File: src/design/lsuPkg.sv
package lsuPkg;

    //////////////////////////////
    // Cluster sizing
    //////////////////////////////

    localparam int LaneCount = 4;
    localparam int RobIdWidth = 6;
    localparam int RegWidth = 6;

    // Byte addressed, one word per entry
    localparam int MemWords = 256;
    localparam int WordIdxWidth = $clog2(MemWords);

    // Wide enough to count every lane
    localparam int BusyWidth = $clog2(LaneCount + 1);

    //////////////////////////////
    // Micro-op encoding
    //////////////////////////////

    typedef enum logic [2:0] {
        LB,
        LH,
        LBU,
        LHU,
        LW,
        SB,
        SH,
        SW
    } uopOp;

    typedef logic [1:0] laneIdxT;

    //////////////////////////////
    // Arbiter payloads
    //////////////////////////////

    // Lane tag comes back with the read response
    typedef struct packed {
        laneIdxT     lane;
        logic        write;
        logic [31:0] addr;
        logic [31:0] data;
        logic [3:0]  strb;
    } memReqT;

    // wen low marks a store
    typedef struct packed {
        logic [RobIdWidth-1:0] robId;
        logic [RegWidth-1:0]   dst;
        logic                  wen;
        logic [31:0]           data;
    } commitT;

endpackage

File: src/design/uopDispatch.sv
`timescale 1ns/10ps

module uopDispatch (
    input  logic                          clk,
    input  logic                          rst,
    input  logic                          flush,
    input  logic                          inValid,
    output logic                          inReady,
    input  lsuPkg::uopOp                  inOp,
    input  logic [lsuPkg::RobIdWidth-1:0] inRobId,
    input  logic [lsuPkg::RegWidth-1:0]   inDst,
    input  logic [31:0]                   inBase,
    input  logic [31:0]                   inStoreData,
    input  logic [15:0]                   inOffset,
    input  logic                          laneIdle [lsuPkg::LaneCount],
    output logic                          laneLoad [lsuPkg::LaneCount],
    output lsuPkg::uopOp                  laneOp,
    output logic [lsuPkg::RobIdWidth-1:0] laneRobId,
    output logic [lsuPkg::RegWidth-1:0]   laneDst,
    output logic [31:0]                   laneBase,
    output logic [31:0]                   laneStoreData,
    output logic [15:0]                   laneOffset
);
    import lsuPkg::*;

    logic    anyFree;
    laneIdxT pick;

    // Lowest idle lane wins; the lane loaded last cycle still reads idle
    always_comb begin
        anyFree = 1'b0;
        pick = '0;
        for (int i = LaneCount - 1; i >= 0; i--) begin
            if (laneIdle[i] && !laneLoad[i]) begin
                anyFree = 1'b1;
                pick = laneIdxT'(i);
            end
        end
    end

    assign inReady = anyFree && !flush;

    always_ff @(posedge clk) begin
        if (rst) begin
            for (int i = 0; i < LaneCount; i++) begin
                laneLoad[i] <= 1'b0;
            end
        end else begin
            for (int i = 0; i < LaneCount; i++) begin
                laneLoad[i] <= inValid && inReady && (pick == laneIdxT'(i));
            end
        end
    end

    always_ff @(posedge clk) begin
        if (inValid && inReady) begin
            laneOp <= inOp;
            laneRobId <= inRobId;
            laneDst <= inDst;
            laneBase <= inBase;
            laneStoreData <= inStoreData;
            laneOffset <= inOffset;
        end
    end

endmodule

File: config.mk
export PLATFORM = sky130hd
export DESIGN_NAME = uopDispatch
export DESIGN_NICKNAME = d
export VERILOG_FILES = /design/src/design/lsuPkg.sv /design/src/design/uopDispatch.sv
export SDC_FILE = /design/constraint.sdc
export NUM_CORES = 1
export LEC_CHECK = 0
export ABC_AREA = 0
export BUFFER_PORTS_ARGS = -buffer_cell sky130_fd_sc_hd__buf_2
export CAP_MARGIN = 20
export CORE_MARGIN = 3
export CORE_UTILIZATION = 37
export DETAILED_ROUTE_END_ITERATION = 10
export PLACE_DENSITY = 0.75
export SLEW_MARGIN = 25
export SYNTH_ARGS = -nofsm -noshare
export SYNTH_HDL_FRONTEND = slang
export SYNTH_SLANG_ARGS = --single-unit
File: constraint.sdc
create_clock -name clk -period 7.55 [get_ports clk]
set_clock_uncertainty 0.05 [all_clocks]
set_input_delay 0.3775 -clock clk [delete_from_list [all_inputs] [get_ports clk]]
set_output_delay 0.3775 -clock clk [all_outputs]
set_load 0.05 [all_outputs]
==> flow_metrics.env <==
export IMPL_critPathMaxFanout=3
export IMPL_path_cells="nor2b_1, nor4_1, nor2_1, buf_2"
export IMPL_hold_viol=0
export IMPL_cts_buffers=9
export IMPL_ios=203
export IMPL_grt_pass1_wl_um=10700
export IMPL_dieWidth_um=96.6
export IMPL_via_per_inst=4.29
export IMPL_clock_path_buffers=2
export IMPL_slew_viol_final=0
export IMPL_power_density_nw_per_um2=252
export IMPL_relSlewSlack_pct=45.6
export IMPL_r2r_end="laneOffset[15]"
export IMPL_grt_total_usage_pct=15.1
export IMPL_use_met1_pct=14.7
export IMPL_max_stage_delay_ns=0.52
export IMPL_port_buffers=202
export IMPL_synthArstFlopShare_pct=0
export IMPL_postSynthAreaPerCell_sq_um=26.6
export IMPL_regArea_sq_um=2930
export IMPL_required_ns=7.12
export IMPL_yosys_top_cells_count="edfxtp_1 (95), dfxtp_1 (4), nor2b_1 (4), nor2_1 (3), nor3b_2 (2)"
export IMPL_antenna_cells=0
export IMPL_ys_dominant_reg_cell="edfxtp_1"
export IMPL_seq_area_frac_synth_pct=96.5
export IMPL_synth_area_top_cells="edfxtp_1 (94%), dfxtp_1 (2.6%), nor2b_1 (0.82%), nor3b_2 (0.82%), nor2_1 (0.37%)"
export IMPL_grt_pass1_vias=2034
export IMPL_drtIter0Drc=73
export IMPL_top_usage_layer="met2"
export IMPL_die_area_sq_um=9330
export IMPL_drc_errors=0
export IMPL_rows=32
export IMPL_max_freq_mhz=477
export IMPL_reg2reg_from="laneLoad[1]"
export IMPL_htree_levels=3
export IMPL_nets=431
export IMPL_period_share_pct=27.8
export IMPL_yosysMostFrequentCell="edfxtp_1"
export IMPL_root_buffer="clkbuf_8"
export IMPL_synthesis_nets=217
export IMPL_drive_gt1_share_pct=66.7
export IMPL_gr_total_overflow=0
export IMPL_path_delay_family="simple AND/OR/NAND/NOR gates"
export IMPL_reg2reg_depth=4
export IMPL_clk_pin_slew_worst_paths_ns=0.10
export IMPL_grt_met3_usage_pct=8.94
export IMPL_start_util_pct=38.7
export IMPL_synthToLayoutAreaGrowth_pct=44.8
export IMPL_cts_tree="built"
export IMPL_wire_per_inst_um=16.1
export IMPL_total_power_uw=1110
export IMPL_yosys_area_top_type="edfxtp_1"
export IMPL_met2_usage_pct=26.2
export IMPL_setup_viol=0
export IMPL_grt_antenna_before_repair=0
export IMPL_num_fill_cells=650
export IMPL_routed_wl_um=7010
export IMPL_synthesis_area_sq_um=3040
export IMPL_cap_violations=0
export IMPL_synth_warnings=0
export IMPL_cp_num_buf_inv=1
export IMPL_peakVddDrop_v=0.000163
export IMPL_p_leak_uw=0.00186
export IMPL_min_period_ns=2.10
export IMPL_gp_congestion=0.766
export IMPL_crit_start="laneLoad[1]"
export IMPL_grt_max_degree=96
export IMPL_status="finished, final reports clean"
export IMPL_ys_ff_latch=99
export IMPL_tightest_slew_ns=0.817
export IMPL_rsz0062_at_grt="false"
export IMPL_cp_num_cells=4
export IMPL_end_kind="output pin"
export IMPL_yosys_cell_types_count=11
export IMPL_cts_sinks=99
export IMPL_synth_top_area_share_pct=93.9
export IMPL_cp_start_kind="register"
export IMPL_cp_slowest_cell="nor4_1"
export IMPL_num_vias=1867
export IMPL_critPathKind="register to output pin"
export IMPL_reg2reg_setup_slack_ns=5.59
export IMPL_cts_hold_buf=0
export IMPL_crit_end="inReady"
export IMPL_multiInputGateArea_sq_um=116
export IMPL_synth_cells=114
export IMPL_ant_nets=0
export IMPL_die_height_um=96.6
export IMPL_min_path_type="primary input to register"
export IMPL_place_hpwl_um=5420
export IMPL_fp_coreArea_sq_um=7850
export IMPL_cts_resized=0
export IMPL_clock_latency_ns=0.35
export IMPL_setup_tns_ns=0
export IMPL_arrival_ns=1.67
export IMPL_dr_pass1_iters=4
export IMPL_postCtsSetupRepairBufs=0
export IMPL_synth_edf_count=95
cell type report:
cell class,count,area share [%]
tap,102,2.90
multi-input combinational,15,2.65
clock inverter,7,1.73
clock buffer,9,2.82
sequential,99,66.7
timing repair buffer,203,23.2
power by group:
group	leakage (uW)	switching, uW	total [uW]	internal (uW)
sequential	0.000921	4.91	634	629
combinational	0.000844	105	139	34.8
clock	0.0000967	180	336	156
kinds of logic (layout without fill, tap and decap cells):
family | count (synthesis) | count (layout) | synth area share (%)
flops | 99 | 99 | 96.5
buf+inv | 0 | 219 | 0
simple gates | 15 | 15 | 3.46
worst min-delay path by stage:
stage | cells past startpoint | endpoint | startpoint | slack (ns)
6_report | 1 | laneBase[2] | inBase[2] | 0.14
5_1_grt | 1 | laneBase[25] | inBase[25] | 0.10
4_1_cts | 1 | laneBase[0] | inBase[0] | 0.12
3_5_place_dp | 1 | laneLoad[1] | laneLoad[1] | 0.43
3_3_place_gp | 1 | laneLoad[1] | laneLoad[1] | 0.39
2_1_floorplan | 0 | laneBase[0] | inBase[0] | 0.43
stage by stage:
step                      cell area (sq um)  hold WS, ns  util, %  worst slack, ns  std cells
after detailed placement               4200        0.425     53.5             5.20        419
after floorplan                        3040        0.426        -             2.49        114
after CTS                              4400        0.117     56.0             5.34        435
after global routing                   4400        0.104     56.1             5.33        435
final                                  4400        0.141     56.1             5.45        435
after global placement                 4200        0.390     53.5             5.29        419
sequential cells by signal, indices dropped and copies added (netlist names):
register / cells
laneBase: 32
laneOffset: 16
laneDst: 6
laneOp: 3
laneLoad: 4
laneRobId: 6
laneStoreData: 32
worst reg2reg max path, delay by kind of cell, from the launching register on:
kind                   cells  cell delay (ns)
and+or+nand+nor            3             0.50
buffers and inverters      1             0.66
DFF                        1             0.35
per-layer routing:
metal  vias up  share of wire [%]
li1        881                  -
met2       115                 52
met1       860                 33
met4         0                1.7
met3        11                 13
met5         -                  0
cells in the final DEF, fill, tap and decap left out, types with 2 or more instances in the layout:
cell and n:
buf_2 202, clkbuf_8 9, clkinvlp_4 2, dfxtp_1 4, edfxtp_1 95, inv_8 2
nor2_1 3, nor2b_1 4, nor3b_2 2
Power figures use the tool's default switching activity.
