$ cat config.mk
export PLATFORM = sky130hd
export DESIGN_NAME = streamArbiter
export DESIGN_NICKNAME = d
export VERILOG_FILES = /design/src/design/streamArbiter.sv
export SDC_FILE = /design/constraint.sdc
export NUM_CORES = 1
export LEC_CHECK = 0
export ABC_AREA = 1
export BUFFER_PORTS_ARGS = -buffer_cell sky130_fd_sc_hd__clkbuf_2
export CAP_MARGIN = 20
export CORE_MARGIN = 2
export CORE_UTILIZATION = 33
export DETAILED_ROUTE_END_ITERATION = 16
export MAX_ROUTING_LAYER = met4
export PLACE_DENSITY = 0.87
export RECOVER_POWER = 100
export REMOVE_ABC_BUFFERS = 1
export SETUP_SLACK_MARGIN = 0.02
export SLEW_MARGIN = 20
export SYNTH_ARGS = -nofsm -noshare
export SYNTH_HDL_FRONTEND = slang
export SYNTH_SLANG_ARGS = --single-unit
$ cat constraint.sdc
create_clock -name clk -period 2.9 [get_ports clk]
set_clock_uncertainty 0.1 [all_clocks]
set_input_delay 0.87 -clock clk [delete_from_list [all_inputs] [get_ports clk]]
set_output_delay 0.87 -clock clk [all_outputs]
set_load 0.1 [all_outputs]
$ cat src/design/streamArbiter.sv
`timescale 1ns/10ps

module streamArbiter #(
    parameter type payloadT = logic [31:0],
    parameter int  Ports = 4
) (
    input  logic    clk,
    input  logic    rst,
    input  logic    inValid [Ports],
    output logic    inReady [Ports],
    input  payloadT inData [Ports],
    output logic    outValid,
    input  logic    outReady,
    output payloadT outData
);

    logic [$clog2(Ports)-1:0] ptr;
    logic [$clog2(Ports)-1:0] grantIdx;
    logic [$clog2(Ports)-1:0] lockIdx;
    logic                     locked;
    logic                     found;

    // A stalled winner keeps the grant so its payload holds
    always_comb begin
        int cand;
        cand = 0;
        found = 1'b0;
        grantIdx = '0;
        if (locked && inValid[lockIdx]) begin
            found = 1'b1;
            grantIdx = lockIdx;
        end else begin
            for (int k = 0; k < Ports; k++) begin
                cand = (int'(ptr) + k) % Ports;
                if (!found && inValid[cand]) begin
                    found = 1'b1;
                    grantIdx = cand[$clog2(Ports)-1:0];
                end
            end
        end
    end

    assign outValid = found;
    assign outData = inData[grantIdx];

    always_comb begin
        for (int i = 0; i < Ports; i++) begin
            inReady[i] = outReady && found && (int'(grantIdx) == i);
        end
    end

    always_ff @(posedge clk) begin
        if (rst) begin
            ptr <= '0;
            locked <= 1'b0;
        end else begin
            locked <= found && !outReady;
            // Rotate past the port just served
            if (found && outReady) begin
                ptr <= (int'(grantIdx) == Ports - 1) ? '0 : grantIdx + 1'b1;
            end
        end
    end

    always_ff @(posedge clk) begin
        lockIdx <= grantIdx;
    end

endmodule

==> impl_summary.log <==
INFO  metric tritoncts = built
INFO  metric synth.ff_latch_count = 5
INFO  metric yosysUniqueCellTypes = 21
INFO  metric dr_total_vias = 3289
INFO  metric finalMaxSlewViolations = 0
INFO  metric grt_start_max_net_pins = 44
INFO  metric place.port_buffers = 171
INFO  metric clock_sinks = 5
INFO  metric violations = negative setup slack
INFO  metric number_of_synthesized_flops_with_an_enable_pin = 0
INFO  metric layout-area-overhead-vs-synth = 143.9%
INFO  metric fp-row-count = 26
INFO  metric synth_compound_area_frac = 0.02430
INFO  metric global_route_wire_length_before_repair = 11910 microns
INFO  metric max-clock-path-buffers = 2
INFO  metric worst_slew_pin_slew = 0.2775 ns
INFO  metric clk_pin_slew = 0.04 ns
INFO  metric synthMuxAreaShare = 0
INFO  metric setup.worst_path.start = inValid[2]
INFO  metric yosysTopAreaCellShare = 0.3181
INFO  metric sequential_element_share_of_the_synthesized_area = 0.05891
INFO  metric grtUsageTotal = 0.2802
INFO  metric cts_root_buf = sky130_fd_sc_hd__clkbuf_8
INFO  metric floorplan.die_area = 0.005739 sq mm
INFO  metric hold_class = reg -> reg
INFO  metric drt_pre_antenna_iters = 5
INFO  metric max_freq = 0.2716 GHz
INFO  metric final.setup.worst_slack = -0.7816 ns
INFO  metric async_flop_share = 0
INFO  metric netlist_top_cells_area = sky130_fd_sc_hd__nand3_1 (32%), sky130_fd_sc_hd__nand3_2 (18%), sky130_fd_sc_hd__nand4_1 (12%), sky130_fd_sc_hd__nand2_1 (9.9%), sky130_fd_sc_hd__buf_6 (7.3%)
INFO  metric numCtsBuffers = 3
INFO  metric post_synth_xor_area_fraction = 0
INFO  metric vias_per_cell = 6.035
INFO  metric layout_worst_path_cycle_share = 1.270
INFO  metric first_global_vias = 2629
INFO  metric synthDominantAreaCellType = sky130_fd_sc_hd__nand3_1
INFO  metric netlist_top_cells_count = sky130_fd_sc_hd__nand3_1 (108), sky130_fd_sc_hd__nand2_1 (45), sky130_fd_sc_hd__nand4_1 (32), sky130_fd_sc_hd__nand3_2 (30), sky130_fd_sc_hd__buf_6 (11)
INFO  metric num-nets-final = 611
INFO  metric relSlewSlack = 0.8145
INFO  metric starting_density_of_the_core = 0.3370
INFO  metric ios = 172
INFO  metric gp_routability_congestion = 0.8958
INFO  metric drc = 0
INFO  metric critical_path_arrival = 2.71 ns
INFO  metric synthesis.instances = 283
INFO  metric die_w = 75.76 microns
INFO  metric synthSimpleGateAreaFrac = 0.7526
INFO  metric finalCriticalPeriod = 3.682 ns
INFO  metric report.final.setup_viol = 36
INFO  metric final_layout_size_suffix_gt1_frac = 0.6695
INFO  metric critical_path.max_fanout = 23
INFO  metric r2r_cells = 16
INFO  metric die-height = 75.76 microns
INFO  metric grt_antenna_before_repair = 0
INFO  metric h-tree-depth = 1
INFO  metric synthMostInstantiatedCell = sky130_fd_sc_hd__nand3_1
INFO  metric cap_violations = 0
INFO  metric yosys_warnings = 0
INFO  metric hold_violations = 0
INFO  metric timing_worst_setup_path_type = in -> out
INFO  metric totalWireLength = 11150 microns
INFO  metric cp-start-kind = input pin
INFO  metric avg_synthesized_cell_area = 6.004 sq um
INFO  metric ys_dominant_reg_cell = sky130_fd_sc_hd__dfxtp_1
INFO  metric final_antenna_net_count = 0
INFO  metric synth_top_family_by_area = simple AND/OR/NAND/NOR gates
INFO  metric yosys.area_share.adder = 0
INFO  metric cp-end-kind = primary output
INFO  metric post_synth_instance_area = 0.001699 sq mm
INFO  metric drt_iter0_drc = 271
INFO  metric layout.cells.non_filler = 545
INFO  metric finish.utilization = 0.8218
INFO  metric timing.rr.start = ptr[0]$_SDFFE_PP0P_
INFO  metric wl_per_cell = 20.46 microns
INFO  metric remaining_overflow_grt = 0
INFO  metric run_status = finished, violations left
INFO  metric whs_path_depth = 3
INFO  metric unrepaired_setup_endpoints_after_global_routing = yes
INFO  metric num_antenna_cells = 0
INFO  metric insertion_delay = 0.23 ns
INFO  metric holdCritStartpoint = ptr[0]$_SDFFE_PP0P_
INFO  metric cp.required = 1.93 ns
INFO  metric number_of_cells_after_detailed_placement = 515
INFO  metric post-dp-hpwl = 6021 microns
INFO  metric floorplan.core_area = 0.005042 sq mm
cells in the final DEF (no fill, tap or decap), types with 3 or more instances in the layout:
cell	Yosys	layout
sky130_fd_sc_hd__buf_12	0	47
sky130_fd_sc_hd__buf_16	0	5
sky130_fd_sc_hd__buf_4	7	17
sky130_fd_sc_hd__buf_6	11	6
sky130_fd_sc_hd__buf_8	0	3
sky130_fd_sc_hd__clkbuf_16	0	8
sky130_fd_sc_hd__clkbuf_2	0	130
sky130_fd_sc_hd__clkbuf_8	0	3
sky130_fd_sc_hd__dfxtp_1	5	5
sky130_fd_sc_hd__inv_1	10	4
sky130_fd_sc_hd__inv_2	4	5
sky130_fd_sc_hd__nand2_1	45	30
sky130_fd_sc_hd__nand2_2	2	11
sky130_fd_sc_hd__nand2_4	0	5
sky130_fd_sc_hd__nand3_1	108	76
sky130_fd_sc_hd__nand3_2	30	56
sky130_fd_sc_hd__nand3_4	0	6
sky130_fd_sc_hd__nand4_1	32	32
sky130_fd_sc_hd__nor2_1	7	3
sky130_fd_sc_hd__nor2_4	0	3
per-layer routing:
layer	routed length (microns)	GRT usage
met5	0	-
met4	751	0.1131
met3	939	0.04497
met2	5892	0.5077
met1	3565	0.3008
metrics by stage:
stage	setup TNS [ns]	setup WS, ns	hold slack (ns)	cell area [sq um]
after floorplan	-113.96	-3.489	0.4695	1473
after global placement	-19.45	-0.5822	0.5153	3192
after detailed placement	-22.74	-0.6841	0.5338	3192
after CTS	-18.99	-0.5704	0.5407	3586
after global routing	-26.67	-0.9123	0.5814	4144
final	-25.20	-0.7816	0.5569	4144
flip-flops by register name, summed over array words and instances (netlist names):
register	flops
lockIdx	2
ptr	2
locked	1
critical path, stage by stage:
cell and delay [ns]:
sky130_fd_sc_hd__buf_6 0.10, sky130_fd_sc_hd__inv_4 0.07, sky130_fd_sc_hd__nand2_4 0.07, sky130_fd_sc_hd__nand3_1 0.12, sky130_fd_sc_hd__nand2_2 0.08, sky130_fd_sc_hd__a21oi_1 0.18, sky130_fd_sc_hd__nand2_1 0.16, sky130_fd_sc_hd__nand3_4 0.16
sky130_fd_sc_hd__nand2_8 0.12, sky130_fd_sc_hd__buf_12 0.20, sky130_fd_sc_hd__nand3_1 0.11, sky130_fd_sc_hd__nand4_1 0.22, sky130_fd_sc_hd__buf_12 0.25
path summary, 6_finish.rpt:
path                         endpoint  slack (ns)
setup / recovery           outData[0]       -0.78
hold / removal    ptr[0]$_SDFFE_PP0P_        0.56
setup reg to reg  ptr[0]$_SDFFE_PP0P_        0.54
hold reg to reg   ptr[0]$_SDFFE_PP0P_        0.56
what timing repair did:
item	CTS	global route
hold buffers	0	0
setup buffers	4	5
endpoints found under the setup margin	37	37
gates cloned	5	12
pin swaps	18	40
gates resized for setup	56	66
final cells by class:
type                    instances  area [sq um]
clock buffers                   4         45.04
fillers                       276         898.4
inverters                      14         86.33
multi-input cells             235          1647
flip-flops and latches          5         100.1
well taps                      70         87.58
repair buffers                216          2170
repair inverters                1         8.758
cells by family (layout without fill, tap and decap cells):
| logic type | Yosys count | after routing |
|---|---|---|
| simple gates | 228 | 228 |
| buf+inv | 43 | 235 |
| compound gates | 7 | 7 |
| flops | 5 | 5 |
Power is not shown: default switching activity piles up to over one toggle a cycle in this logic, so the estimate is an artifact.
