### src/design/lsuPkg.sv
package lsuPkg;

    //////////////////////////////
    // Cluster sizing
    //////////////////////////////

    localparam int LaneCount = 4;
    localparam int RobIdWidth = 6;
    localparam int RegWidth = 6;

    // Byte addressed, one word per entry
    localparam int MemWords = 256;
    localparam int WordIdxWidth = $clog2(MemWords);

    // Wide enough to count every lane
    localparam int BusyWidth = $clog2(LaneCount + 1);

    //////////////////////////////
    // Micro-op encoding
    //////////////////////////////

    typedef enum logic [2:0] {
        LB,
        LH,
        LBU,
        LHU,
        LW,
        SB,
        SH,
        SW
    } uopOp;

    typedef logic [1:0] laneIdxT;

    //////////////////////////////
    // Arbiter payloads
    //////////////////////////////

    // Lane tag comes back with the read response
    typedef struct packed {
        laneIdxT     lane;
        logic        write;
        logic [31:0] addr;
        logic [31:0] data;
        logic [3:0]  strb;
    } memReqT;

    // wen low marks a store
    typedef struct packed {
        logic [RobIdWidth-1:0] robId;
        logic [RegWidth-1:0]   dst;
        logic                  wen;
        logic [31:0]           data;
    } commitT;

endpackage

### src/design/loadStoreLane.sv
`timescale 1ns/10ps

module loadStoreLane #(
    parameter lsuPkg::laneIdxT LaneIdx = '0
) (
    input  logic                          clk,
    input  logic                          rst,
    input  logic                          flush,
    input  logic                          load,
    input  lsuPkg::uopOp                  op,
    input  logic [lsuPkg::RobIdWidth-1:0] robId,
    input  logic [lsuPkg::RegWidth-1:0]   dst,
    input  logic [31:0]                   base,
    input  logic [31:0]                   storeData,
    input  logic [15:0]                   offset,
    output logic                          idle,
    input  logic                          fireValid,
    input  logic [lsuPkg::RobIdWidth-1:0] fireRobId,
    output logic                          reqValid,
    input  logic                          reqReady,
    output lsuPkg::memReqT                req,
    input  logic                          respValid,
    input  lsuPkg::laneIdxT               respLane,
    input  logic [31:0]                   respData,
    output logic                          cmtValid,
    input  logic                          cmtReady,
    output lsuPkg::commitT                cmt
);
    import lsuPkg::*;

    typedef enum logic [2:0] {
        sIdle,
        sLoadReq,
        sLoadResp,
        sLoadCommit,
        sStoreCommit,
        sStoreWait,
        sStoreFire,
        sRecover
    } laneState;

    laneState state;
    laneState nextState;

    uopOp                  opReg;
    logic [RobIdWidth-1:0] robIdReg;
    logic [RegWidth-1:0]   dstReg;
    logic [31:0]           addrReg;
    logic [31:0]           storeDataReg;
    logic [31:0]           loadResult;
    logic                  fired;

    logic        respHit;
    logic        fireHitIn;
    logic        fireHitReg;
    logic [7:0]  respByte;
    logic [15:0] respHalf;
    logic [31:0] extended;
    logic [31:0] wrData;
    logic [3:0]  wrStrb;

    assign respHit = respValid && (respLane == LaneIdx);
    assign fireHitIn = fireValid && (fireRobId == robId);
    assign fireHitReg = fireValid && (fireRobId == robIdReg);

    //////////////////////////////
    // State machine
    //////////////////////////////

    always_comb begin
        nextState = state;
        case (state)
            sIdle: begin
                if (load && !flush) begin
                    nextState = (op inside {SB, SH, SW}) ? sStoreCommit : sLoadReq;
                end
            end
            sLoadReq: begin
                // Accepted this cycle means a response is already on its way
                if (reqReady) begin
                    nextState = flush ? sRecover : sLoadResp;
                end else if (flush) begin
                    nextState = sIdle;
                end
            end
            sLoadResp: begin
                if (respHit) begin
                    nextState = flush ? sIdle : sLoadCommit;
                end else if (flush) begin
                    nextState = sRecover;
                end
            end
            sLoadCommit: begin
                if (flush || cmtReady) begin
                    nextState = sIdle;
                end
            end
            sStoreCommit: begin
                if (flush) begin
                    nextState = sIdle;
                end else if (cmtReady) begin
                    nextState = (fired || fireHitReg) ? sStoreFire : sStoreWait;
                end
            end
            sStoreWait: begin
                if (flush) begin
                    nextState = sIdle;
                end else if (fireHitReg) begin
                    nextState = sStoreFire;
                end
            end
            sStoreFire: begin
                if (flush || reqReady) begin
                    nextState = sIdle;
                end
            end
            sRecover: begin
                if (respHit) begin
                    nextState = sIdle;
                end
            end
            default: nextState = sIdle;
        endcase
    end

    always_ff @(posedge clk) begin
        if (rst) begin
            state <= sIdle;
            fired <= 1'b0;
        end else begin
            state <= nextState;
            if (state == sIdle && load) begin
                fired <= fireHitIn;
            end else if (state == sStoreCommit && fireHitReg) begin
                fired <= 1'b1;
            end
        end
    end

    always_ff @(posedge clk) begin
        if (state == sIdle && load) begin
            opReg <= op;
            robIdReg <= robId;
            dstReg <= dst;
            addrReg <= base + {{16{offset[15]}}, offset};
            storeDataReg <= storeData;
        end
        if (state == sLoadResp && respHit) begin
            loadResult <= extended;
        end
    end

    //////////////////////////////
    // Load extension
    //////////////////////////////

    assign respByte = 8'(respData >> {addrReg[1:0], 3'b000});
    assign respHalf = addrReg[1] ? respData[31:16] : respData[15:0];

    always_comb begin
        case (opReg)
            LB:      extended = {{24{respByte[7]}}, respByte};
            LBU:     extended = {24'b0, respByte};
            LH:      extended = {{16{respHalf[15]}}, respHalf};
            LHU:     extended = {16'b0, respHalf};
            default: extended = respData;
        endcase
    end

    // Store data moved into its byte lanes
    always_comb begin
        case (opReg)
            SB: begin
                wrData = {24'b0, storeDataReg[7:0]} << {addrReg[1:0], 3'b000};
                wrStrb = 4'b0001 << addrReg[1:0];
            end
            SH: begin
                wrData = addrReg[1] ? {storeDataReg[15:0], 16'b0} : {16'b0, storeDataReg[15:0]};
                wrStrb = addrReg[1] ? 4'b1100 : 4'b0011;
            end
            default: begin
                wrData = storeDataReg;
                wrStrb = 4'b1111;
            end
        endcase
    end

    assign idle = (state == sIdle);

    assign reqValid = (state == sLoadReq) || (state == sStoreFire);
    assign req.lane = LaneIdx;
    assign req.write = (state == sStoreFire);
    assign req.addr = {addrReg[31:2], 2'b00};
    assign req.data = wrData;
    assign req.strb = wrStrb;

    assign cmtValid = (state == sLoadCommit) || (state == sStoreCommit);
    assign cmt.robId = robIdReg;
    assign cmt.dst = dstReg;
    assign cmt.wen = (state == sLoadCommit);
    assign cmt.data = (state == sLoadCommit) ? loadResult : 32'b0;

endmodule

### config.mk
export PLATFORM = sky130hd
export DESIGN_NAME = loadStoreLane
export DESIGN_NICKNAME = d
export VERILOG_FILES = /design/src/design/lsuPkg.sv /design/src/design/loadStoreLane.sv
export SDC_FILE = /design/constraint.sdc
export NUM_CORES = 1
export LEC_CHECK = 0
export BUFFER_PORTS_ARGS = -buffer_cell sky130_fd_sc_hd__buf_2
export CAP_MARGIN = 20
export CORE_MARGIN = 3
export CORE_UTILIZATION = 40
export CTS_CLUSTER_DIAMETER = 50
export CTS_CLUSTER_SIZE = 8
export DETAILED_ROUTE_END_ITERATION = 7
export GPL_TIMING_DRIVEN = 0
export PLACE_DENSITY_LB_ADDON = 0.12
export SLEW_MARGIN = 0
export SYNTH_ARGS = -nofsm -noshare
export SYNTH_HDL_FRONTEND = slang
export SYNTH_SLANG_ARGS = --single-unit
### constraint.sdc
create_clock -name clk -period 3.7 [get_ports clk]
set_clock_uncertainty 0.05 [all_clocks]
set_input_delay 0.37 -clock clk [delete_from_list [all_inputs] [get_ports clk]]
set_output_delay 0.37 -clock clk [all_outputs]
set_load 0.02 [all_outputs]
==> run metrics, run 1 <==
status=completed; Die W=140 um; core area=17500 um2; clk root buf=clkbuf_16; Max-slew headroom=0.491; largest net degree at the start of global routing=63; post-synthesis async set-or-reset flop share=0; total CTS buffers=17; R2R cell count=4; top routing layer in use=met4; DR WL met3=1.18 mm; required time of the critical path=3280 ps; hold slack=80.5 ps; wire length on met2=10.0 mm; worst r2r dst=storeDataReg[1]; Routed wire per std cell=16.6 um; H-tree depth=4; # nets final=1120; number of synthesized register bits=115; kind of critical path=flop to output port; Post-DP Area=8860 um2; post_cts resized=0; reg2reg setup slack=1640 ps; EDFF count, synth=111; Hold Path End=storeDataReg[25]; Final WS setup=793 ps; area leader, netlist=edfxtp_1; ANT nets after route=0; multiplexer share of the synthesized area=0.0298; clk sinks=115; total track usage=0.195; GR Overflow Total=0; reg2reg start=state[2]; final instance area=9480 um2; Mean Syn Cell Area=10.9 um2; Final Non-Filler Cells=1184; min-delay src=storeData[25]; via count=6077; Die ar.=19700 um2; Die Y-Extent=140 um; P per Cell Area=640 nW/um2; top cells by area, synth=edfxtp_1 46%, ha_1 5.4%, buf_4 3.8%, nand2_1 3.7%, and2_1 3.6%; initial cell density of the core=0.413; Max Slew Vio Count=0; Warnings, synthesis=0; FF/Latch Area=3410 um2; WP data arrival=2490 ps; WL final=19.6 mm; Max Fclk=344 MHz; fin crit share=0.786; clock-pin slew on the worst setup and hold paths=60 ps; Compound-Gate Fraction of Synth Area=0.165; maximum vdd drop=0.332 mV; Seq/Total Area, Yosys=0.473; RSZ-0062 raised after global routing=no; Synth top area share=0.462; routability cong.=0.876; CP most frequent cell=buf_2; dpl ws=893 ps; number of antenna violations at the first check in global routing=1; final-report hold violation count=0; first-pass GRT wire length=30.6 mm; Post-CTS Hold Fix Bufs=0; fill cell count=1613; drt first pass iters=7; largest family of logic cells by synthesized area=compound AO/OA/AOI/OAI gates; Final min period=2910 ps; # IOs=262; adder-cell area share of the yosys netlist=0.0565; Top FF cell, synth=edfxtp_1; CTS tree=done; CP max stage delay=680 ps; Slew @ Worst Pin=761 ps; Clk Latency, worst-skew pair=410 ps; crit start category=flop; cells after synthesis=662; HPWL after DPL=15.3 mm; Leak=4.27 nW; hold depth=1; simple logic cell fraction of the synthesized area=0.157; max_cap viols=0; Power Total=6.07 mW; Cell Area, Synth=7220 um2; Setup crit end kind=output port; placed cell count=1151; synth-to-layout area growth=31.4%; number of global-route vias before repair=5908; WL met1=7.97 mm; top cells by count, synth=111 x edfxtp_1, 72 x nand2_1, 42 x and2_1, 41 x nor2_1, 37 x buf_4; most common cell in the netlist=edfxtp_1; Final setup viols=0; crit-path cells=buf_2, buf_1, nor2_1, a22o_1, buf_2; site row count=48; CP Max Fanout=10; area occupied by multi-input gates=3350 um2; initial drt markers=355; xor/xnor share of the synthesized area=0.0522; Clock Path Buffers=2; Hold WC Path Type=primary input to flop; number of port buffers=257; Yosys cell types=78; routed vias/inst=5.13; residual DRC count=0; # Post-CTS Setup Buffers=0; Worst path slowest cell=nor2_1; share of post-route cells with drive strength above 1=0.390
## power by group
part / internal (mW) / switching, mW / total (mW)
registers: 1.85 / 0.104 / 1.95
clock network: 1.12 / 0.586 / 1.71
logic: 0.924 / 1.49 / 2.41
total: 3.89 / 2.18 / 6.07
## registers in the layout, summed over array words and instances, names as in the netlist
signal        cells
state             3
robIdReg          6
dstReg            6
fired             1
addrReg          32
opReg             3
loadResult       32
storeDataReg     32
## critical path: cells and delay by family (launching register included)
kind                   cells  cell delay (ps)
buffers and inverters      3              700
AND/OR/NAND/NOR            1              680
flip-flops                 1              410
AO/OA/AOI/OAI              1              280
## cells by family after synthesis
group                      Yosys count
AOI/OAI and AO/OA                  150
xor gates and xnor gates            43
adders and majority gates           32
buffers and inverters               81
DFF                                115
muxes                               20
other                                1
and+or+nand+nor                    220
## final cells by class
type / count / share of cell area
antenna: 1 / 0.000264
buffer: 61 / 0.0420
clock buffer: 18 / 0.0453
clock inverter: 14 / 0.0195
inverter: 20 / 0.00792
multi-input combinational: 469 / 0.353
sequential: 115 / 0.360
tap: 225 / 0.0297
timing repair buffer: 261 / 0.142
## routing by layer
metal	vias to the layer above	global-route usage
met2	215	0.338
met1	2831	0.236
met5	-	0
met3	26	0.0502
li1	3005	-
met4	0	0.0688
## cell usage in the layout (no fill, tap or decap), drive strengths merged, types with 3 or more instances in the layout
master,count
clkbuf,29
a31oi,7
nand3,15
and3,4
a222oi,8
inv,20
nor2,41
a311oi,3
o211ai,6
o21ai,23
edfxtp,111
ha,31
dfxtp,4
nand2,74
a211o,4
a211oi,6
nand2b,6
conb,4
mux2i,17
a21oi,34
a22o,15
nor3,11
clkinvlp,4
nor4,3
o21bai,4
a21o,8
nor2b,7
nand4,7
bufinv,4
and2,42
xor2,20
xnor2,23
a221o,14
or2,3
buf,311
clkinv,6
## worst max path at each step
stage,startpoint,end,slack [ps],cells after the start
floorplan,state[2],addrReg[0],140,3
global placement,respLane[1],loadResult[9],-970,3
detailed placement,offset[15],addrReg[30],890,9
CTS,opReg[1],req[24],760,6
global route,addrReg[1],req[19],630,5
finish,addrReg[1],req[19],790,5
## through the flow
stage / utilization / setup TNS (ps)
final: 0.542 / 0
after global routing: 0.542 / 0
after CTS: 0.542 / 0
after detailed placement: 0.507 / 0
after global placement: 0.503 / -78970
after floorplan: - / 0
Power figures use the tool's default switching activity.
==> inputs of run 2 (changes only) <==
--- a/config.mk
+++ b/config.mk
@@ -5,6 +5,7 @@
 export SDC_FILE = /design/constraint.sdc
 export NUM_CORES = 1
 export LEC_CHECK = 0
+export ABC_AREA = 1
 export BUFFER_PORTS_ARGS = -buffer_cell sky130_fd_sc_hd__buf_2
 export CAP_MARGIN = 20
 export CORE_MARGIN = 3
==> constraint.sdc (replaced) <==
create_clock -name clk -period 2.5 [get_ports clk]
set_clock_uncertainty 0.05 [all_clocks]
set_input_delay 0.25 -clock clk [delete_from_list [all_inputs] [get_ports clk]]
set_output_delay 0.25 -clock clk [all_outputs]
set_load 0.02 [all_outputs]
==> run metrics, run 2 <==
worst r2r dst=addrReg[5]; WL final=22.0 mm; Power Total=8.68 mW; area leader, netlist=edfxtp_1; via count=7144; Setup crit end kind=output port; WP data arrival=2080 ps; Die ar.=20600 um2; initial drt markers=478; number of synthesized register bits=115; setup_tns=0 ps; Leak=5.00 nW; CP most frequent cell=inv_2; crit-path cells=inv_2, nor3_2, inv_2, nor2_4, inv_2, a21oi_4, nor2_1, buf_2; clk sinks=115; Net Switching=3.22 mW; Slew @ Worst Pin=923 ps; # IOs=262; GR Overflow Total=0; most common cell in the netlist=nand2_1; top cells by area, synth=edfxtp_1 44%, nand2_1 9.6%, inv_1 6.5%, ha_1 5.1%, nor2_1 4.7%; WP depth=8; number of antenna violations at the first check in global routing=0; post-synthesis async set-or-reset flop share=0; fill cell count=1761; Die Y-Extent=144 um; Warnings, synthesis=0; hold slack=15.1 ps; # Post-CTS Setup Buffers=0; Mean Syn Cell Area=8.54 um2; Critical Path Source=opReg[2]; clock power share=0.288; CTS tree=done; CP Max Fanout=9; crit start category=flop; Max Slew Vio Count=0; P per Cell Area=843 nW/um2; Max Fclk=421 MHz; Cell Area, Synth=7570 um2; status=completed; multiplexer share of the synthesized area=0; adder-cell area share of the yosys netlist=0.0539; core area=18300 um2; CP max stage delay=500 ps; clk root buf=clkbuf_16; total track usage=0.210; R2R cell count=4; Yosys cell types=52; # nets final=1391; routed vias/inst=4.90; Compound-Gate Fraction of Synth Area=0.146; simple logic cell fraction of the synthesized area=0.211; xor/xnor share of the synthesized area=0.0220; Synth top area share=0.440; synth-to-layout area growth=36.0%; site row count=49; HPWL after DPL=17.0 mm; commonest non-fill, non-tap cell in the layout=buf_2; switching share of total power=0.372; number of global-route vias before repair=6886; maximum vdd drop=0.429 mV; Antenna Cells=0; reg2reg setup slack=210 ps; top cells by count, synth=194 x nand2_1, 131 x inv_1, 111 x edfxtp_1, 95 x nor2_1, 44 x a21oi_1; Final setup viols=0; first-pass GRT wire length=34.2 mm; Final min period=2380 ps; Die W=144 um; number of port buffers=257; final instance area=10300 um2; Post-DP Area=9210 um2; Seq/Total Area, Yosys=0.451; Top FF cell, synth=edfxtp_1; share of post-route cells with drive strength above 1=0.303; end of the critical path=req[6]; Clock Path Buffers=2; area occupied by multi-input gates=3310 um2; Crit path max-delay family=flip-flops; drt first pass iters=5; required time of the critical path=2200 ps; commonest cells after routing, fill and taps aside=260 x buf_2, 194 x nand2_1, 130 x inv_1, 111 x edfxtp_1, 95 x nor2_1; sequential power share=0.324; Int Power=5.45 mW; ANT nets after route=0; Top Registers=addrReg x32, loadResult x32, storeDataReg x32; Worst path slowest cell=edfxtp_1; H-tree depth=4; FF/Latch Area=3410 um2; Routed wire per std cell=15.1 um; final-report hold violation count=0; EDFF count, synth=111; Clk Latency, worst-skew pair=410 ps; CP Buf/Inv Count=4; cells after synthesis=887; RSZ-0062 raised after global routing=yes; max_cap viols=0; Combinational Power Share=0.389; Max-slew headroom=0.381; kind of critical path=flop to output port; residual DRC count=0; initial cell density of the core=0.414; Hold WC Path Type=primary input to flop; routability cong.=0.941; fin crit share=0.951; largest net degree at the start of global routing=45; clock-pin slew on the worst setup and hold paths=50 ps; total CTS buffers=17; largest family of logic cells by synthesized area=simple AND/OR/NAND/NOR gates; reg2reg start=state[2]
==> run 2: timing repair <==
action                                  CTS  global route
hold endpoints to repair                 47             0
endpoints found under the setup margin    0            48
hold buffers                             47             0
gates resized for setup                   0             1
==> run 2: power by group through the flow <==
stage	Sequential, mW	Clock [mW]	Combinational (mW)
after floorplan	2.89	0	2.21
after global placement	2.87	0	3.24
after detailed placement	2.85	0	3.31
after CTS	2.81	2.54	3.38
after global routing	2.85	2.62	3.70
final	2.81	2.50	3.37
==> run 2: cell families after synthesis <==
group / Yosys count
simple gates: 369
buf+inv: 187
compound gates: 164
flops: 115
fa+ha+maj: 32
xor+xnor: 19
other cells: 1
==> run 2: worst min-delay path by stage <==
| stage | start | end | depth (start not counted) |
|---|---|---|---|
| floorplan | rst | state[1] | 1 |
| global placement | storeData[20] | storeDataReg[20] | 1 |
| detailed placement | storeData[6] | storeDataReg[6] | 1 |
| CTS | op[1] | opReg[1] | 1 |
| global route | op[1] | opReg[1] | 1 |
| finish | op[1] | opReg[1] | 1 |
==> run 2: worst register-to-register path: stages (launching register included) <==
cell and delay, ps:
dfxtp_1 300, buf_2 240, nor3_4 100, nand2_1 240
clkinvlp_2 820
==> run 2: layer usage <==
metal,part of all wire,wire [um],vias to the layer above,global-route usage
li1,-,-,3644,-
met1,0.44,9650,3189,0.280
met2,0.48,10500,279,0.352
met3,0.063,1390,32,0.0326
met4,0.021,465,0,0.0674
met5,0,0,-,0
==> run 2: through the flow <==
stage	util	worst slack (ps)	cells
floorplan	-	166	890
global placement	0.502	-525	1376
finish	0.564	123	1458
global route	0.564	-2.87	1458
CTS	0.563	90.9	1457
detailed placement	0.504	119	1378
==> run 2: final cells by class <==
class,instances,area share
Timing Repair inverter,1,0.000486
Clock inverter,15,0.0176
Timing Repair Buffer,306,0.174
Inverter,139,0.0515
Multi-Input combinational cell,588,0.321
Clock buffer,17,0.0413
Tap cell,229,0.0278
Sequential cell,115,0.332
Buffer,48,0.0343
==> inputs of run 3 (changes only) <==
==> constraint.sdc (replaced) <==
create_clock -name clk -period 2.8 [get_ports clk]
set_clock_uncertainty 0.05 [all_clocks]
set_input_delay 0.28 -clock clk [delete_from_list [all_inputs] [get_ports clk]]
set_output_delay 0.28 -clock clk [all_outputs]
set_load 0.02 [all_outputs]
==> run metrics, run 3 (synthesis results as in run 2) <==
status=completed; Max-slew headroom=0.391; CP most frequent cell=inv_2; Routed wire per std cell=15.0 um; commonest non-fill, non-tap cell in the layout=buf_2; kind of critical path=flop to output port; Leak=4.96 nW; Worst path slowest cell=edfxtp_1; Max Fclk=405 MHz; Post-CTS Hold Fix Bufs=37; total track usage=0.209; number of port buffers=257; initial cell density of the core=0.414; worst r2r dst=storeDataReg[2]; Final Util=0.558; Top Registers=addrReg x32, loadResult x32, storeDataReg x32; ANT nets after route=0; RSZ-0062 raised after global routing=no; Hold WC Path Type=primary input to flop; Final setup viols=0; reg2reg start=state[2]; routability cong.=0.941; crit-path cells=inv_2, nor3_2, inv_2, nor2_4, a21oi_2, o21ai_0, buf_2; WP data arrival=2140 ps; share of post-route cells with drive strength above 1=0.305; maximum vdd drop=0.380 mV; post_cts resized=0; CP max stage delay=510 ps; # Post-CTS Setup Buffers=0; # IOs=262; WL met1=9.65 mm; max_cap viols=0; number of global-route vias before repair=6824; # nets final=1380; end of the critical path=req[22]; synth-to-layout area growth=34.5%; CTS tree=done; first-pass GRT wire length=34.0 mm; CP Buf/Inv Count=3; P per Cell Area=757 nW/um2; H-tree depth=4; wire length on met2=10.3 mm; Die Y-Extent=144 um; HPWL after DPL=17.0 mm; total CTS buffers=17; fin crit share=0.882; Slew @ Worst Pin=910 ps; clk sinks=115; top routing layer in use=met4; GR Overflow Total=0; Clk Latency, worst-skew pair=410 ps; clk root buf=clkbuf_16; required time of the critical path=2470 ps; Clock Path Buffers=2; Crit path max-delay family=compound AO/OA/AOI/OAI gates; drt first pass iters=5; commonest cells after routing, fill and taps aside=260 x buf_2, 194 x nand2_1, 130 x inv_1, 111 x edfxtp_1, 95 x nor2_1; Final min period=2470 ps; routed vias/inst=4.88; number of antenna violations at the first check in global routing=1; R2R cell count=5; DR WL met3=1.30 mm; site row count=49; Critical Path Source=opReg[2]; final instance area=10200 um2; WP depth=7; final-report hold violation count=0; initial drt markers=463; largest net degree at the start of global routing=45; clock-pin slew on the worst setup and hold paths=50 ps; CP Max Fanout=9; dpl ws=419 ps; core area=18300 um2; Die W=144 um; reg2reg setup slack=480 ps; via count=7072; Power Total=7.71 mW; WL final=21.8 mm; Setup crit end kind=output port; Die ar.=20600 um2; residual DRC count=0; crit start category=flop; hold slack=19.0 ps; Final WS setup=331 ps; Post-DP Area=9210 um2; Max Slew Vio Count=0
run 3: cell count changes in the layout (fill, tap and decap cells not counted):
cell | previous run | this run
clkinvlp_2 | 1 | 0
a21oi_2 | 1 | 2
a21oi_4 | 3 | 2
diode_2 | 0 | 1
dlygate4sd3_1 | 47 | 37
run 3: worst min-delay path by stage:
| stage | from | cells past startpoint | slack (ps) | endpoint |
|---|---|---|---|---|
| after floorplan | rst | 1 | 300 | state[1] |
| after global placement | storeData[20] | 1 | 410 | storeDataReg[20] |
| after detailed placement | storeData[6] | 1 | 410 | storeDataReg[6] |
| after CTS | robId[4] | 1 | 4 | robIdReg[4] |
| after global routing | robId[4] | 1 | 8 | robIdReg[4] |
| final | storeData[10] | 1 | 20 | storeDataReg[10] |
run 3: per-layer routing:
layer | track usage | vias to the layer above
met5 | 0 | -
met4 | 0.0659 | 0
met3 | 0.0329 | 33
met2 | 0.350 | 266
met1 | 0.278 | 3155
li1 | - | 3618
run 3: worst reg2reg max path, cell delays in order (launching register included):
cell	delay [ps]
dfxtp_1	300
buf_2	250
nor3_4	100
nand2_1	160
clkinvlp_4	690
buf_12	490
run 3: metrics by stage:
| step | std cells | setup TNS, ps |
|---|---|---|
| 2_1_floorplan | 890 | 0 |
| 3_3_place_gp | 1376 | -21000 |
| 3_5_place_dp | 1378 | 0 |
| 4_1_cts | 1447 | 0 |
| 5_1_grt | 1448 | 0 |
| 6_report | 1448 | 0 |
run 3: cell type report:
type | count | area, um2
antenna | 1 | 2.50
buffer | 48 | 353
clock buffer | 17 | 425
clock inverter | 15 | 181
fill | 1771 | 8080
inverter | 139 | 531
multi-input combinational | 588 | 3300
sequential | 115 | 3410
tap | 229 | 287
timing repair buffer | 296 | 1690
run 3: power breakdown:
part	internal, mW	leakage (nW)	total [mW]	switching (mW)
Clock	1.41	0.286	2.22	0.818
Sequential	2.40	1.08	2.51	0.110
Combinational	1.06	3.59	2.98	1.92
